===== src/logic/soc_pkg.sv =====
`default_nettype none

package soc_pkg;

    // Peripheral chosen by the address decoder
    typedef enum logic [1:0] {
        PERIPH_NONE = 2'd0,
        PERIPH_GPIO = 2'd1,
        PERIPH_UART = 2'd2
    } periph_e;

    // Direction of a decoded access
    typedef enum logic {
        OP_READ  = 1'b0,
        OP_WRITE = 1'b1
    } bus_op_e;

    // Transmitter frame states
    typedef enum logic [1:0] {
        UART_IDLE  = 2'd0,
        UART_START = 2'd1,
        UART_DATA  = 2'd2,
        UART_STOP  = 2'd3
    } uart_state_e;

    // Register offsets, as address bits 3:2
    localparam logic [1:0] REG_DATA   = 2'd0;
    localparam logic [1:0] REG_STATUS = 2'd1;

endpackage

`default_nettype wire


===== src/logic/bus_decode.sv =====
`timescale 1ns/10ps
`default_nettype none

module bus_decode import soc_pkg::*; #(
    parameter logic [7:0] GPIO_BASE = 8'h40,
    parameter logic [7:0] UART_BASE = 8'h60
) (
    input  wire            ck,
    input  wire            rst_n,
    input  wire     [31:0] adr,
    input  wire     [31:0] dat,
    input  wire     [3:0]  sel,
    input  wire            we,
    input  wire            cyc,
    input  wire            done,
    output logic           strobe,
    output periph_e        periph,
    output bus_op_e        op,
    output logic    [1:0]  reg_sel,
    output logic    [31:0] wdata,
    output logic    [3:0]  wsel
);

    logic    busy;
    logic    take;
    periph_e periph_nxt;

    // One decode per held cyc, none while an access is in flight
    assign take = cyc && !busy && !strobe;

    always_comb begin
        if (adr[31:24] == GPIO_BASE) begin
            periph_nxt = PERIPH_GPIO;
        end else if (adr[31:24] == UART_BASE) begin
            periph_nxt = PERIPH_UART;
        end else begin
            periph_nxt = PERIPH_NONE;
        end
    end

    always_ff @(posedge ck) begin
        if (!rst_n) begin
            strobe <= 1'b0;
            busy   <= 1'b0;
            periph <= PERIPH_NONE;
            op     <= OP_READ;
        end else begin
            strobe <= take;
            if (strobe) begin
                busy <= 1'b1;
            end else if (done) begin
                busy <= 1'b0;
            end
            if (take) begin
                periph <= periph_nxt;
                op     <= we ? OP_WRITE : OP_READ;
            end
        end
    end

    // Access payload
    always_ff @(posedge ck) begin
        if (take) begin
            reg_sel <= adr[3:2];
            wdata   <= dat;
            wsel    <= sel;
        end
    end

endmodule

`default_nettype wire


===== src/logic/bus_return.sv =====
`timescale 1ns/10ps
`default_nettype none

module bus_return import soc_pkg::*; (
    input  wire            ck,
    input  wire            rst_n,
    input  wire            strobe,
    input  wire periph_e   periph,
    input  wire     [31:0] gpio_rdt,
    input  wire            gpio_ack,
    input  wire     [31:0] uart_rdt,
    input  wire            uart_ack,
    output logic    [31:0] rdt,
    output logic           ack,
    output logic           done
);

    logic ack_none;
    logic ack_any;

    // Unmapped accesses still complete, so the CPU never stalls
    always_ff @(posedge ck) begin
        if (!rst_n) begin
            ack_none <= 1'b0;
        end else begin
            ack_none <= strobe && (periph == PERIPH_NONE);
        end
    end

    assign ack_any = gpio_ack | uart_ack | ack_none;

    assign ack  = ack_any;
    assign done = ack_any;

    // Idle peripherals contribute nothing to the merged data
    assign rdt = ({32{gpio_ack}} & gpio_rdt) | ({32{uart_ack}} & uart_rdt);

endmodule

`default_nettype wire


===== src/logic/gpio_port.sv =====
`timescale 1ns/10ps
`default_nettype none

module gpio_port import soc_pkg::*; (
    input  wire            ck,
    input  wire            rst_n,
    input  wire            strobe,
    input  wire periph_e   periph,
    input  wire bus_op_e   op,
    input  wire     [1:0]  reg_sel,
    input  wire     [31:0] wdata,
    input  wire     [3:0]  wsel,
    output logic    [7:0]  gpio,
    output logic    [31:0] rdt,
    output logic           ack
);

    logic hit;
    logic wr_en;
    logic rd_data;

    assign hit = strobe && (periph == PERIPH_GPIO);

    // Only byte lane 0 reaches the register
    assign wr_en = hit && (op == OP_WRITE) && (reg_sel == REG_DATA) && wsel[0];

    assign rd_data = (op == OP_READ) && (reg_sel == REG_DATA);

    always_ff @(posedge ck) begin
        if (!rst_n) begin
            gpio <= 8'h00;
            ack  <= 1'b0;
        end else begin
            ack <= hit;
            if (wr_en) begin
                gpio <= wdata[7:0];
            end
        end
    end

    // Readback, valid alongside ack
    always_ff @(posedge ck) begin
        if (hit) begin
            if (rd_data) begin
                rdt <= {24'h000000, gpio};
            end else begin
                rdt <= 32'h00000000;
            end
        end
    end

endmodule

`default_nettype wire


===== src/logic/soc.sv =====
`timescale 1ns/10ps
`default_nettype none

module soc import soc_pkg::*; #(
    parameter logic [7:0]  GPIO_BASE   = 8'h40,
    parameter logic [7:0]  UART_BASE   = 8'h60,
    parameter logic [15:0] BAUD_DIVIDE = 16'd8
) (
    input  wire        ck,
    input  wire        rst_n,
    // CPU data bus
    input  wire [31:0] adr,
    input  wire [31:0] dat,
    input  wire [3:0]  sel,
    input  wire        we,
    input  wire        cyc,
    output logic [31:0] rdt,
    output logic        ack,
    // Board pins
    output logic [7:0]  test,
    output logic        led,
    output logic        tx
);

    logic        strobe;
    periph_e     periph;
    bus_op_e     op;
    logic [1:0]  reg_sel;
    logic [31:0] wdata;
    logic [3:0]  wsel;
    logic        done;
    logic [7:0]  gpio;
    logic [31:0] gpio_rdt;
    logic        gpio_ack;
    logic [31:0] uart_rdt;
    logic        uart_ack;

    bus_decode #(
        .GPIO_BASE(GPIO_BASE),
        .UART_BASE(UART_BASE)
    ) u_decode (
        .ck(ck), .rst_n(rst_n),
        .adr(adr), .dat(dat), .sel(sel), .we(we), .cyc(cyc), .done(done),
        .strobe(strobe), .periph(periph), .op(op),
        .reg_sel(reg_sel), .wdata(wdata), .wsel(wsel)
    );

    gpio_port u_gpio (
        .ck(ck), .rst_n(rst_n),
        .strobe(strobe), .periph(periph), .op(op),
        .reg_sel(reg_sel), .wdata(wdata), .wsel(wsel),
        .gpio(gpio), .rdt(gpio_rdt), .ack(gpio_ack)
    );

    uart_tx #(
        .BAUD_DIVIDE(BAUD_DIVIDE)
    ) u_uart (
        .ck(ck), .rst_n(rst_n),
        .strobe(strobe), .periph(periph), .op(op),
        .reg_sel(reg_sel), .wdata(wdata),
        .tx(tx), .rdt(uart_rdt), .ack(uart_ack)
    );

    bus_return u_return (
        .ck(ck), .rst_n(rst_n),
        .strobe(strobe), .periph(periph),
        .gpio_rdt(gpio_rdt), .gpio_ack(gpio_ack),
        .uart_rdt(uart_rdt), .uart_ack(uart_ack),
        .rdt(rdt), .ack(ack), .done(done)
    );

    assign led = gpio[0];

    // Scope probe header
    assign test[0] = tx;
    assign test[1] = 1'b0;
    assign test[2] = 1'b0;
    assign test[3] = 1'b0;
    assign test[4] = 1'b0;
    assign test[5] = 1'b0;
    assign test[6] = cyc;
    assign test[7] = 1'b0;

endmodule

`default_nettype wire


===== src/logic/uart_tx.sv =====
`timescale 1ns/10ps
`default_nettype none

module uart_tx import soc_pkg::*; #(
    parameter logic [15:0] BAUD_DIVIDE = 16'd8
) (
    input  wire             ck,
    input  wire             rst_n,
    input  wire             strobe,
    input  wire periph_e    periph,
    input  wire bus_op_e    op,
    input  wire      [1:0]  reg_sel,
    input  wire      [31:0] wdata,
    output logic            tx,
    output logic     [31:0] rdt,
    output logic            ack
);

    uart_state_e state;
    logic [15:0] baud_cnt;
    logic [7:0]  shifter;
    logic [2:0]  bit_cnt;
    logic        pending;
    logic [7:0]  pend_data;
    logic        hit;
    logic        data_wr;
    logic        accept;
    logic        busy;
    logic        bit_end;

    assign hit     = strobe && (periph == PERIPH_UART);
    assign data_wr = hit && (op == OP_WRITE) && (reg_sel == REG_DATA);
    assign busy    = (state != UART_IDLE) || pending;
    assign bit_end = (baud_cnt == 16'd0);

    // A held write starts as soon as the line is idle again
    assign accept = (state == UART_IDLE) && (data_wr || pending);

    always_ff @(posedge ck) begin
        if (!rst_n) begin
            state   <= UART_IDLE;
            pending <= 1'b0;
            ack     <= 1'b0;
        end else begin
            // Data writes are acked on acceptance, everything else at once
            ack <= (hit && !data_wr) || accept;
            if (accept) begin
                pending <= 1'b0;
            end else if (data_wr) begin
                pending <= 1'b1;
            end
            case (state)
                UART_IDLE: begin
                    if (accept) begin
                        state <= UART_START;
                    end
                end
                UART_START: begin
                    if (bit_end) begin
                        state <= UART_DATA;
                    end
                end
                UART_DATA: begin
                    if (bit_end && (bit_cnt == 3'd7)) begin
                        state <= UART_STOP;
                    end
                end
                UART_STOP: begin
                    if (bit_end) begin
                        state <= UART_IDLE;
                    end
                end
                default: begin
                    state <= UART_IDLE;
                end
            endcase
        end
    end

    // Baud timing and shift register
    always_ff @(posedge ck) begin
        if (data_wr && !accept) begin
            pend_data <= wdata[7:0];
        end
        if (accept) begin
            shifter  <= pending ? pend_data : wdata[7:0];
            baud_cnt <= BAUD_DIVIDE - 16'd1;
            bit_cnt  <= 3'd0;
        end else if (state != UART_IDLE) begin
            if (bit_end) begin
                baud_cnt <= BAUD_DIVIDE - 16'd1;
                if (state == UART_DATA) begin
                    shifter <= {1'b0, shifter[7:1]};
                    bit_cnt <= bit_cnt + 3'd1;
                end
            end else begin
                baud_cnt <= baud_cnt - 16'd1;
            end
        end
    end

    // Status readback
    always_ff @(posedge ck) begin
        if (hit) begin
            if ((op == OP_READ) && (reg_sel == REG_STATUS)) begin
                rdt <= {31'h00000000, busy};
            end else begin
                rdt <= 32'h00000000;
            end
        end
    end

    // Line level, LSB first
    always_comb begin
        case (state)
            UART_START: tx = 1'b0;
            UART_DATA:  tx = shifter[0];
            default:    tx = 1'b1;
        endcase
    end

endmodule

`default_nettype wire


===== config.mk =====
export PLATFORM = sky130hd
export DESIGN_NAME = soc
export DESIGN_NICKNAME = d
export VERILOG_FILES = /design/src/logic/soc_pkg.sv /design/src/logic/bus_decode.sv /design/src/logic/bus_return.sv /design/src/logic/gpio_port.sv /design/src/logic/soc.sv /design/src/logic/uart_tx.sv
export SDC_FILE = /design/constraint.sdc
export NUM_CORES = 1
export LEC_CHECK = 0
export BUFFER_PORTS_ARGS = -buffer_cell sky130_fd_sc_hd__buf_2
export CAP_MARGIN = 40
export CORE_MARGIN = 2
export CORE_UTILIZATION = 40
export DETAILED_ROUTE_END_ITERATION = 12
export PLACE_DENSITY = 0.74
export SYNTH_ARGS = -nofsm -noshare
export SYNTH_HDL_FRONTEND = slang
export SYNTH_SLANG_ARGS = --single-unit
export TNS_END_PERCENT = 100

===== constraint.sdc =====
create_clock -name ck -period 2 [get_ports ck]
set_input_delay 0.3 -clock ck [delete_from_list [all_inputs] [get_ports ck]]
set_output_delay 0.3 -clock ck [all_outputs]
set_load 0.05 [all_outputs]

**Word level (Yosys, flattened, before mapping)**

Cells that the tools add are included.

- Register bits: 129
- Bits of input ports: 72
- Output and inout port bits: 43

- Add/sub/neg operators: 2
- Eq/ne operators: 13
- Mux-type cells: 17
- Bitwise operators: 7
- Reductions and logical operators: 36

Operator list:

| kind | count |
|---|---|
| 32-bit bitwise AND | 2 |
| 8-bit 2-to-1 mux | 5 |
| 32-bit OR | 1 |
| 8-bit by 7-bit == test with 1-bit output, second input constant | 2 |
| 1-bit logical AND | 16 |
| 16-bit logical NOT | 1 |
| 16-bit 2-to-1 mux | 1 |
| 16-bit by 1-bit subtractor with 16-bit output, second input constant | 1 |
| 2-bit 2-to-1 mux | 6 |
| 2-bit nonzero test | 5 |
| 2-bit by 1-bit != test with 1-bit output, second input constant | 4 |
| 2-bit one-hot mux with 4 select lines | 1 |
| 2-bit by 1-bit == test with 1-bit output, second input constant | 3 |
| 2-bit == test, second input constant | 3 |
| 2-bit logical NOT | 3 |
| 3-bit AND reduction | 2 |
| 1-bit logical NOT | 4 |
| 4-bit AND reduction | 1 |
| 3-bit by 1-bit adder with 3-bit output, second input constant | 1 |
| 3-bit == test, second input constant | 1 |
| 1-bit logical OR | 3 |
| 1-bit 2-to-1 mux | 3 |
| 1-bit NOT | 2 |
| 1-bit OR | 2 |
| 2 further kinds | 2 |

**Depth between registers and ports, before layout**

Gate-level depths: netlist (run 1).

- Depth after elaboration: 8
- Depth in mapped cells: 10
- Depth with buffers taken out: 7

**Cells and area by module**

A second synthesis (run 1) with hierarchy kept.

- Cell total of the unflattened synthesis: 400
- Area total of the unflattened synthesis: 4,924.7 um^2

Modules (own cells, without submodules):

| module | times used | cells each | area an instance (um^2) | sequential area each (um^2) |
|---|---|---|---|---|
| uart_tx | 1 | 207 | 2,240.9 | 970.9 |
| bus_decode | 1 | 58 | 1,343.8 | 1,241.2 |
| gpio_port | 1 | 82 | 860.8 | 420.4 |
| bus_return | 1 | 44 | 415.4 | 20.0 |
| soc | 1 | 9 | 63.8 | 0.0 |

**Worst setup path after synthesis (run 1)**

OpenSTA, ideal clock, no wires.

- Kind: register to output
- From: register u_uart.state[0]
- To: output port test[0]
- Data arrival time: 2,230 ps
- Slack: -530 ps
- Stages on the path, launching flop included: 5
- Path buffers: 1
- Cell sequence: dfxtp_1 > inv_1 > ha_1 > o21ai_0 > buf_4

- Word-level cells in the longest chain between the ends: 2

RTL lines:

| item | RTL line | text |
|---|---|---|
| start: declaration | uart_tx.sv:19 | `uart_state_e state;` |
| start signal: assignment | uart_tx.sv:41 | `state <= UART_IDLE;` |
| start signal: assignment | uart_tx.sv:55 | `state <= UART_START;` |
| start signal: assignment | uart_tx.sv:60 | `state <= UART_DATA;` |
| 2-bit == test / 2-bit by 1-bit == test with 1-bit output (equally long branches) | uart_tx.sv:115 | `case (state)` |
| 1-bit one-hot mux with 2 select lines (*) | uart_tx.sv:115 |  |
| end: declaration | soc.sv:20 | `output logic [7:0] test,` |

Every way passes the cells marked *; elsewhere a longest branch is shown, timed or not.

**Worst setup path after layout (run 1)**

Same ends and word-level chain as after synthesis.

==> flow_metrics.tcl, run 1 <==
set metrics [dict create \
    layout_common_cells "sky130_fd_sc_hd__dfxtp_1, sky130_fd_sc_hd__edfxtp_1, sky130_fd_sc_hd__buf_2, sky130_fd_sc_hd__conb_1, sky130_fd_sc_hd__nand2_1" \
    endpoint_of_the_most_critical_register_to_register_path "u_uart.state[0]" \
    first_iter_violations 91 \
    cts_sinks 74 \
    cellPowerDensity_mw_per_mm2 763 \
    clkTransAtPathRegs_ns 0.08 \
    seq_area_frac_synth_pct 54.5 \
    synthDistinctLibCells 44 \
    timing.critical_path.slowest_cell_delay_ns 0.36 \
    path_buf_inv 3 \
    critical-path-top-delay-family "buffers and inverters" \
    timing.hold.ws_ns 0.119 \
    die-height_um 95.9 \
    largest_net_degree_at_the_start_of_global_routing 21 \
    clock-skew-final_ns 0.00625 \
    coreArea_mm2 0.00822 \
    clock_tree_from_tritoncts "built" \
    placed_area_mm2 0.00364 \
    max-cap-violations 0 \
    timing.reg2reg.setup_slack_ns 0.16 \
    worst_reg_to_reg_cells 6 \
    die-area_mm2 0.00920 \
    clk_path_buf_depth 2 \
    ctsRootBufferMaster "sky130_fd_sc_hd__clkbuf_8" \
    layout_worst_path_cycle_share_pct 94.2 \
    maxSlewViolCount 0 \
    antenna_violations_before_repair 0 \
    final_cells 465 \
    crit_path_top_delay_cell "sky130_fd_sc_hd__dfxtp_2" \
    layout-drive-gt1-share_pct 21.7 \
    yosysTopAreaCellShare_pct 32.0 \
    cp.required_ns 1.70 \
    first_pass_grt_wire_length_um 8980 \
    crit_arrival_ns 1.58 \
    floorplan_die_width_um 95.9 \
    synth_warnings 0 \
    cellLeakagePower_nw 1.62 \
    rsz0062_at_grt "false" \
    routedWlPerCell_um 11.8 \
    regToRegStartpoint "u_uart.baud_cnt[8]" \
    slew_of_the_pin_with_the_lowest_slew_margin_ns 0.510 \
    synth_area_leader_cell "sky130_fd_sc_hd__edfxtp_1" \
    cts_setup_buffers 0 \
    layout.cell_area.non_filler_mm2 0.00385 \
    min_path_type "input port to flop" \
    list_of_cells_traversed_by_the_critical_path "inv_1 -> buf_4 -> ha_1 -> o21ai_2 -> buf_6" \
    max_freq_ghz 0.531 \
    timing.critical_path.to "test[0]" \
    start_util_pct 41.1 \
    syn-cell-area_mm2 0.00338 \
    antenna_cells_inserted 0 \
    finalNetCount 437 \
    start_kind "flop" \
    mapped_avg_cell_area_um2 11.1 \
    setup.worst_path.class "flop to output pin" \
    io_pins 115 \
    mostFrequentLayoutCell "sky130_fd_sc_hd__dfxtp_1" \
    clock_tree.htree_level_count 3 \
    finalSetupViolCount 0 \
    status "finished, final reports clean" \
    worstSkewPairLatency_ns 0.35 \
    grt_pass1_vias 1972 \
    groute.usage.overall_pct 13.0 \
    postRouteAntennaNets 0 \
    area_growth_pct 14.0 \
    ys_seq_elements 74 \
    firstDrtPassIters 4 \
    wirelength_um 5480 \
    critical_path_capture_point_type "output pin" \
    slew_headroom_pct 65.9 \
    hold_viol_final 0 \
    synthCells 303 \
    io_buffers 35 \
    fin_total_pwr_w 0.00294 \
    post-route-drc-count 0 \
    standard_cell_row_count 33 \
    vias_per_cell 4.60 \
    setup.worst_path.start "u_uart.state[0]" \
    critical_path_depth 5 \
    place.gp.congestion 0.737 \
    numPlacedInstances 449 \
    worstPathMaxFanout 5 \
    cts-buffers-inserted 9 \
    vdd.ir_drop.worst_uv 552 \
    min_period_ns 1.88 \
    global_route.overflow_total 0 \
    place.detailed.hpwl_um 4010 \
    dr_total_vias 2137 \
    synth_area_leaders "sky130_fd_sc_hd__edfxtp_1, sky130_fd_sc_hd__dfxtp_1, sky130_fd_sc_hd__buf_4" \
]
power breakdown:
part           internal (W)  total, W  switching (W)
Combinational     0.0000503  0.000229       0.000178
Clock              0.000498   0.00108       0.000579
Sequential          0.00161   0.00163      0.0000225
Total               0.00216   0.00294       0.000780
Yosys cell counts:
cell type / count
sky130_fd_sc_hd__a21boi_0: 1
sky130_fd_sc_hd__a21oi_1: 7
sky130_fd_sc_hd__a22o_1: 1
sky130_fd_sc_hd__and2_1: 18
sky130_fd_sc_hd__and2_4: 1
sky130_fd_sc_hd__and3_1: 1
sky130_fd_sc_hd__and4_1: 1
sky130_fd_sc_hd__buf_1: 1
sky130_fd_sc_hd__buf_12: 1
sky130_fd_sc_hd__buf_4: 33
sky130_fd_sc_hd__buf_6: 2
sky130_fd_sc_hd__clkbuf_1: 3
sky130_fd_sc_hd__conb_1: 1
sky130_fd_sc_hd__dfxtp_1: 38
sky130_fd_sc_hd__edfxtp_1: 36
sky130_fd_sc_hd__ha_1: 10
sky130_fd_sc_hd__inv_1: 9
sky130_fd_sc_hd__mux2i_1: 17
sky130_fd_sc_hd__nand2_1: 24
sky130_fd_sc_hd__nand2b_1: 2
sky130_fd_sc_hd__nand3_1: 6
sky130_fd_sc_hd__nand3b_1: 2
sky130_fd_sc_hd__nor2_1: 21
sky130_fd_sc_hd__nor2_2: 2
sky130_fd_sc_hd__nor2b_1: 10
sky130_fd_sc_hd__nor3_1: 5
sky130_fd_sc_hd__nor3b_1: 4
sky130_fd_sc_hd__nor4_1: 1
sky130_fd_sc_hd__nor4_2: 3
sky130_fd_sc_hd__nor4b_1: 4
sky130_fd_sc_hd__nor4bb_1: 1
sky130_fd_sc_hd__o211a_1: 1
sky130_fd_sc_hd__o21a_1: 3
sky130_fd_sc_hd__o21ai_0: 12
sky130_fd_sc_hd__o21ai_1: 1
sky130_fd_sc_hd__o21bai_1: 1
sky130_fd_sc_hd__o22ai_1: 1
sky130_fd_sc_hd__o31a_1: 1
sky130_fd_sc_hd__o41ai_1: 1
sky130_fd_sc_hd__or2_1: 1
sky130_fd_sc_hd__or3_2: 1
sky130_fd_sc_hd__or3b_1: 1
sky130_fd_sc_hd__xnor2_1: 8
sky130_fd_sc_hd__xor2_1: 5
final cells by class:
type | count | area, um2
clock inverters | 6 | 50.0
clock buffers | 10 | 138
multi-input cells | 209 | 1310
repair buffers | 52 | 340
well taps | 105 | 131
fillers | 727 | 4370
inverters | 9 | 33.8
flip-flops and latches | 74 | 1840
flip-flops by register name, summed over array words and instances (netlist names):
signal,cells
u_decode.busy,1
u_decode.op,1
u_decode.periph,2
u_decode.reg_sel,2
u_decode.strobe,1
u_decode.wdata,8
u_decode.wsel,1
u_gpio.ack,1
u_gpio.gpio,8
u_gpio.rdt,8
u_return.ack_none,1
u_uart.ack,1
u_uart.baud_cnt,16
u_uart.bit_cnt,3
u_uart.pend_data,8
u_uart.pending,1
u_uart.rdt,1
u_uart.shifter,8
u_uart.state,2
logic make-up after synthesis:
kind of cell               share of synthesized area [%]
AOI/OAI and AO/OA                                   5.33
xor gates and xnor gates                            3.37
adders and majority gates                           3.70
buffers and inverters                               10.0
DFF                                                 54.5
muxes                                               5.04
other                                              0.111
and+or+nand+nor                                     17.9
through the flow:
stage / setup TNS (ns) / utilization, % / worst slack, ns
4_1_cts: -0.0205 / 46.6 / -0.0110
6_report: 0 / 46.9 / 0.116
3_5_place_dp: 0 / 44.4 / 0.114
3_3_place_gp: 0 / 44.4 / 0.179
2_1_floorplan: 0 / - / 0.120
5_1_grt: 0 / 46.9 / 0.000815
routing by layer:
| layer | GRT usage, % | up-vias | part of all wire, % |
|---|---|---|---|
| li1 | - | 1082 | - |
| met1 | 15.8 | 984 | 45 |
| met2 | 20.4 | 58 | 47 |
| met3 | 4.86 | 13 | 5.6 |
| met4 | 6.55 | 0 | 1.8 |
| met5 | 0 | - | 0 |
timing repair:
| action | CTS | global route |
|---|---|---|
| gates resized for setup | 0 | 9 |
| setup endpoints to repair | 2 | 6 |
| hold endpoints to repair | 0 | 0 |
| hold buffers | 0 | 0 |
| pin swaps | 0 | 1 |
worst min path at each step:
stage | from | end | slack [ns] | cells past startpoint
6_report | dat[7] | u_decode.wdata[7] | 0.12 | 1
5_1_grt | dat[6] | u_decode.wdata[6] | 0.09 | 1
4_1_cts | dat[6] | u_decode.wdata[6] | 0.1 | 1
3_5_place_dp | u_uart.bit_cnt[2] | u_uart.bit_cnt[2] | 0.45 | 2
3_3_place_gp | u_uart.bit_cnt[2] | u_uart.bit_cnt[2] | 0.44 | 2
2_1_floorplan | adr[2] | u_decode.reg_sel[0] | 0.40 | 0
No activity file was read; power rests on OpenSTA's default activity.
==> run 2: changes to the inputs <==
--- a/config.mk
+++ b/config.mk
@@ -10,7 +10,7 @@
 export CORE_MARGIN = 2
 export CORE_UTILIZATION = 40
 export DETAILED_ROUTE_END_ITERATION = 12
-export PLACE_DENSITY = 0.74
+export PLACE_DENSITY = 0.77
 export SYNTH_ARGS = -nofsm -noshare
 export SYNTH_HDL_FRONTEND = slang
 export SYNTH_SLANG_ARGS = --single-unit
==> run 2 against run 1 <==
Cell count down 0.43%. Design area rose by 0.81%. Clock power up 28%. Highest routed layer unchanged. Non-clock buffer count decreased by 2. Hold slack gained 0.0059 ns. Critical endpoint is now u_uart.baud_cnt[2]. Sequential share of layout area is 0.39 points lower. Critical path depth grew 3. Power increased by 10%. Wire length is 4.6% lower. Count of clock-buffer cells in the layout unchanged.
==> flow_metrics.tcl, run 2 (same netlist as run 1, synthesis figures left out) <==
set metrics [dict create \
    status "finished, final reports clean" \
    layout-drive-gt1-share_pct 21.5 \
    post-route-drc-count 0 \
    slew_of_the_pin_with_the_lowest_slew_margin_ns 0.642 \
    layout_worst_path_cycle_share_pct 95.1 \
    setup.worst_path.class "flop to flop" \
    floorplan_die_width_um 95.9 \
    die-height_um 95.9 \
    clockPowerShare_pct 42.7 \
    largest_net_degree_at_the_start_of_global_routing 21 \
    min_period_ns 1.90 \
    firstDrtPassIters 5 \
    max-cap-violations 0 \
    finish.utilization_pct 47.2 \
    global_route.overflow_total 0 \
    wirelength_um 5230 \
    sequential_cell_area_in_the_final_layout_mm2 0.00184 \
    min_path_type "input port to flop" \
    clk_path_buf_depth 2 \
    place.detailed.hpwl_um 3960 \
    critical_path_capture_point_type "flop" \
    intPower_w 0.00249 \
    cts-buffers-inserted 9 \
    p_switching_w 0.000748 \
    die-area_mm2 0.00920 \
    cts_setup_buffers 0 \
    standard_cell_row_count 33 \
    fin_setup_tns_ns 0 \
    postRouteAntennaNets 0 \
    layout.cell_area.non_filler_mm2 0.00388 \
    share_seq_of_total_power_pct 50.4 \
    comb_power_share_pct 6.9 \
    layout_common_cells "sky130_fd_sc_hd__dfxtp_1, sky130_fd_sc_hd__edfxtp_1, sky130_fd_sc_hd__buf_2, sky130_fd_sc_hd__conb_1, sky130_fd_sc_hd__nand2_1" \
    worstPathMaxFanout 9 \
    coreArea_mm2 0.00822 \
    place.gp.congestion 0.735 \
    final_cells 463 \
    vias_per_cell 4.62 \
    dr_total_vias 2140 \
    start_kind "flop" \
    cts_sinks 74 \
    area_growth_pct 14.9 \
    clock_tree_from_tritoncts "built" \
    largest_register_ff_count 16 \
    cellPowerDensity_mw_per_mm2 834 \
    ctsRootBufferMaster "sky130_fd_sc_hd__clkbuf_8" \
    finalSetupViolCount 0 \
    clkTransAtPathRegs_ns 0.08 \
    clock_tree.htree_level_count 3 \
    crit_arrival_ns 2.14 \
    cp.required_ns 2.24 \
    hold_viol_final 0 \
    grt_pass1_vias 2111 \
    numPlacedInstances 447 \
    finalNetCount 435 \
    max_flop_register "u_uart.baud_cnt" \
    cellLeakagePower_nw 1.63 \
    max_freq_ghz 0.526 \
    first_pass_grt_wire_length_um 8870 \
    worstSkewPairLatency_ns 0.34 \
    antenna_cells_inserted 0 \
    antenna_violations_before_repair 0 \
    groute.usage.overall_pct 12.6 \
    multi_input_area_mm2 0.00133 \
    first_iter_violations 110 \
    clock-skew-final_ns 0.00790 \
    routedWlPerCell_um 11.3 \
    io_pins 115 \
    final.fill_count 727 \
    start_util_pct 41.1 \
    vdd.ir_drop.worst_uv 560 \
    placed_area_mm2 0.00360 \
    slew_headroom_pct 56.8 \
    mostFrequentLayoutCell "sky130_fd_sc_hd__dfxtp_1" \
    power.switching_fraction_pct 23.1 \
    io_buffers 35 \
    maxSlewViolCount 0 \
    rsz0062_at_grt "false" \
]
==> run 2: cell types whose count changed in the layout (fill, tap and decap cells not counted), sizes merged <==
cell    previous run  this run
buf               52        50
bufinv             0         3
clkinv             3         2
inv               11         9
==> run 2: critical path, cell delays in order (launching register included) <==
cell and delay (ns):
sky130_fd_sc_hd__dfxtp_1 0.40, sky130_fd_sc_hd__inv_1 0.08, sky130_fd_sc_hd__ha_1 0.21, sky130_fd_sc_hd__nor4b_2 0.16, sky130_fd_sc_hd__and4_1 0.23, sky130_fd_sc_hd__and2_4 0.17
sky130_fd_sc_hd__or2_1 0.22, sky130_fd_sc_hd__buf_4 0.18, sky130_fd_sc_hd__o21bai_1 0.15
==> run 2: repair_timing <==
item                       CTS  global route
cloned                       0             0
gates resized for setup      2             9
hold buffers                 0             0
hold endpoints to repair     0             0
setup endpoints to repair    9             6
==> run 2: through the flow <==
step	worst slack, ns	hold WS [ns]	total power, W
finish	0.0978	0.125	0.00324
global route	0.000589	0.103	0.00336
global placement	0.121	0.442	0.00188
CTS	0.0130	0.108	0.00327
detailed placement	-0.0104	0.453	0.00189
floorplan	0.120	0.399	0.00189
==> run 2: power by group through the flow <==
stage | Combinational, W | Clock [W] | Sequential, W
global route | 0.000244 | 0.00148 | 0.00164
global placement | 0.000218 | 0 | 0.00166
floorplan | 0.000237 | 0 | 0.00166
detailed placement | 0.000222 | 0 | 0.00167
CTS | 0.000223 | 0.00141 | 0.00163
finish | 0.000223 | 0.00138 | 0.00163
==> run 2: final timing paths <==
path,end,slack (ns),depth (start not counted),startpoint
max,u_uart.baud_cnt[2],0.1,8,u_uart.baud_cnt[0]
min,u_decode.wdata[1],0.13,1,dat[1]
max reg2reg,u_uart.baud_cnt[2],0.1,8,u_uart.baud_cnt[0]
min reg2reg,u_uart.bit_cnt[1],0.46,2,u_uart.bit_cnt[1]
==> run 2: area by class of cell <==
class | count | share of cell area [%]
sequential | 74 | 47.5
inverter | 9 | 0.870
timing repair buffer | 50 | 7.64
clock inverter | 6 | 2.97
multi-input combinational | 209 | 34.4
tap | 105 | 3.38
clock buffer | 10 | 3.29
==> run 2: layer usage <==
| metal | wire (um) | up-vias | share of wire (%) | global-route usage, % |
|---|---|---|---|---|
| met5 | 0 | - | 0 | 0 |
| met4 | 79 | 0 | 1.5 | 4.29 |
| met3 | 262 | 8 | 5.0 | 4.15 |
| met2 | 2610 | 69 | 50 | 22.5 |
| met1 | 2280 | 992 | 44 | 14.1 |
| li1 | - | 1071 | - | - |
==> run 3: changes to the inputs <==
--- a/config.mk
+++ b/config.mk
@@ -7,7 +7,7 @@
 export LEC_CHECK = 0
 export BUFFER_PORTS_ARGS = -buffer_cell sky130_fd_sc_hd__buf_2
 export CAP_MARGIN = 40
-export CORE_MARGIN = 2
+export CORE_MARGIN = 1.5
 export CORE_UTILIZATION = 40
 export DETAILED_ROUTE_END_ITERATION = 12
 export PLACE_DENSITY = 0.77
==> run 3 against run 2 <==
Clock skew grew 0.0024 ns. Via count shrank 1.3%. Global-route usage shrank 0.60 points. Setup slack lost 0.073 ns. Critical path depth shrank 3. First-iteration DRC count shrank 25%. Power is essentially flat. Clock power is essentially flat. Cell count shrank 0.22%. Non-clock buffer count shrank 1. Register-to-register slack is essentially flat. Hold slack gained 0.0020 ns. Critical path type is now flop to output pin. Largest cell class unchanged.
==> flow_metrics.tcl, run 3 (same netlist as run 1, synthesis figures left out) <==
set metrics [dict create \
    antenna_cells_inserted 0 \
    largest_register_ff_count 16 \
    final_cells 462 \
    p_switching_w 0.000747 \
    layout-drive-gt1-share_pct 21.6 \
    post-route-drc-count 0 \
    start_util_pct 41.1 \
    finalSetupViolCount 0 \
    vias_per_cell 4.57 \
    critical_path_capture_point_type "output pin" \
    ctsRootBufferMaster "sky130_fd_sc_hd__clkbuf_8" \
    io_buffers 35 \
    slew_headroom_pct 53.8 \
    vdd.ir_drop.worst_uv 471 \
    cts-buffers-inserted 9 \
    clk_path_buf_depth 2 \
    wirelength_um 5110 \
    area_growth_pct 14.6 \
    antenna_violations_before_repair 0 \
    clock_tree.htree_level_count 3 \
    intPower_w 0.00249 \
    met2_wirelength_um 2440 \
    floorplan_die_width_um 94.9 \
    power.switching_fraction_pct 23.1 \
    mostFrequentLayoutCell "sky130_fd_sc_hd__dfxtp_1" \
    die-height_um 94.9 \
    finalNetCount 434 \
    max_freq_ghz 0.506 \
    worstPathMaxFanout 5 \
    clkTransAtPathRegs_ns 0.08 \
    grt_pass1_vias 1898 \
    largest_net_degree_at_the_start_of_global_routing 21 \
    die-area_mm2 0.00901 \
    cellLeakagePower_nw 1.62 \
    place.detailed.hpwl_um 3800 \
    groute.usage.overall_pct 12.0 \
    hold_path_startpoint "dat[3]" \
    dr_total_vias 2112 \
    cp.required_ns 1.70 \
    layout_worst_path_cycle_share_pct 98.8 \
    clock_tree_from_tritoncts "built" \
    firstDrtPassIters 4 \
    regToRegStartpoint "u_uart.baud_cnt[0]" \
    whs_path_depth 1 \
    hold_ep "u_decode.wdata[3]" \
    start_kind "flop" \
    endpoint_of_the_most_critical_register_to_register_path "u_uart.baud_cnt[2]" \
    met3WireLength_um 272 \
    global_route.overflow_total 0 \
    routedWlPerCell_um 11.0 \
    postRouteAntennaNets 0 \
    rsz0062_at_grt "true" \
    cellPowerDensity_mw_per_mm2 836 \
    numPlacedInstances 444 \
    maxSlewViolCount 0 \
    fin_setup_tns_ns 0 \
    standard_cell_row_count 33 \
    timing.reg2reg.setup_slack_ns 0.09 \
    hold_viol_final 0 \
    status "finished, final reports clean" \
    place.gp.congestion 0.722 \
    fin_total_pwr_w 0.00324 \
    crit_arrival_ns 1.68 \
    io_pins 115 \
    worstSkewPairLatency_ns 0.34 \
    min_period_ns 1.98 \
    share_seq_of_total_power_pct 50.4 \
    clock-skew-final_ns 0.0103 \
    cts_sinks 74 \
    coreArea_mm2 0.00822 \
    first_iter_violations 82 \
    routedLengthMet1_um 2330 \
    min_path_type "input port to flop" \
    worst_reg_to_reg_cells 8 \
    maxUsedRoutingLayer "met4" \
    max_flop_register "u_uart.baud_cnt" \
    first_pass_grt_wire_length_um 8180 \
    comb_power_share_pct 6.8 \
    clockPowerShare_pct 42.8 \
    slew_of_the_pin_with_the_lowest_slew_margin_ns 0.688 \
    max-cap-violations 0 \
    setup.worst_path.class "flop to output pin" \
    layout_common_cells "sky130_fd_sc_hd__dfxtp_1, sky130_fd_sc_hd__edfxtp_1, sky130_fd_sc_hd__buf_2, sky130_fd_sc_hd__conb_1, sky130_fd_sc_hd__nand2_1" \
]
-- run 3: cell count changes in the layout (fill, tap and decap cells not counted), sizes merged --
cell / change
buf: -1
-- run 3: worst max path at each step --
stage | end | slack (ns) | startpoint
after global placement | u_uart.baud_cnt[15] | 0.13 | u_uart.state[0]
after detailed placement | u_uart.baud_cnt[11] | 0.03 | u_uart.state[0]
after global routing | test[0] | -0.07 | u_uart.state[0]
after floorplan | u_uart.baud_cnt[14] | 0.12 | u_uart.state[0]
after CTS | tx | 0.01 | u_uart.state[0]
final | tx | 0.02 | u_uart.state[0]
-- run 3: power groups by stage --
stage / combinational, W / clock (W) / sequential (W)
global placement: 0.000218 / 0 / 0.00166
detailed placement: 0.000220 / 0 / 0.00167
CTS: 0.000221 / 0.00141 / 0.00163
global route: 0.000241 / 0.00148 / 0.00163
floorplan: 0.000237 / 0 / 0.00166
finish: 0.000221 / 0.00138 / 0.00163
-- run 3: cell type report --
type / instances / area (um2)
Clock inverter: 6 / 115
Clock buffer: 10 / 128
Inverter: 9 / 33.8
Multi-Input combinational cell: 209 / 1340
Timing Repair Buffer: 49 / 280
Tap cell: 105 / 131
Sequential cell: 74 / 1840
Fill cell: 749 / 4340
-- run 3: stage by stage --
stage | utilization, % | instance area, um2 | setup WS, ns | hold slack [ns]
floorplan | - | 3490 | 0.120 | 0.399
global placement | 43.6 | 3580 | 0.127 | 0.443
detailed placement | 43.6 | 3580 | 0.0319 | 0.452
CTS | 46.6 | 3820 | 0.0133 | 0.112
global route | 47.1 | 3870 | -0.0722 | 0.107
finish | 47.1 | 3870 | 0.0246 | 0.127
-- run 3: per-layer routing --
metal | track usage [%] | vias up
li1 | - | 1070
met2 | 20.5 | 66
met4 | 4.85 | 0
met5 | 0 | -
met3 | 4.03 | 6
met1 | 13.8 | 970
-- run 3: worst max-delay path, cell delays in order (launching register included) --
cell                      delay (ns)
sky130_fd_sc_hd__dfxtp_1        0.39
sky130_fd_sc_hd__inv_1          0.08
sky130_fd_sc_hd__buf_4          0.14
sky130_fd_sc_hd__ha_1           0.27
sky130_fd_sc_hd__o21ai_2        0.18
sky130_fd_sc_hd__buf_2          0.28
-- run 3: timing repair --
item                                    CTS  global route
endpoints found under the setup margin    0            14
buffers inserted                          0             2
hold buffers                              0             0
gates resized for setup                   0             7
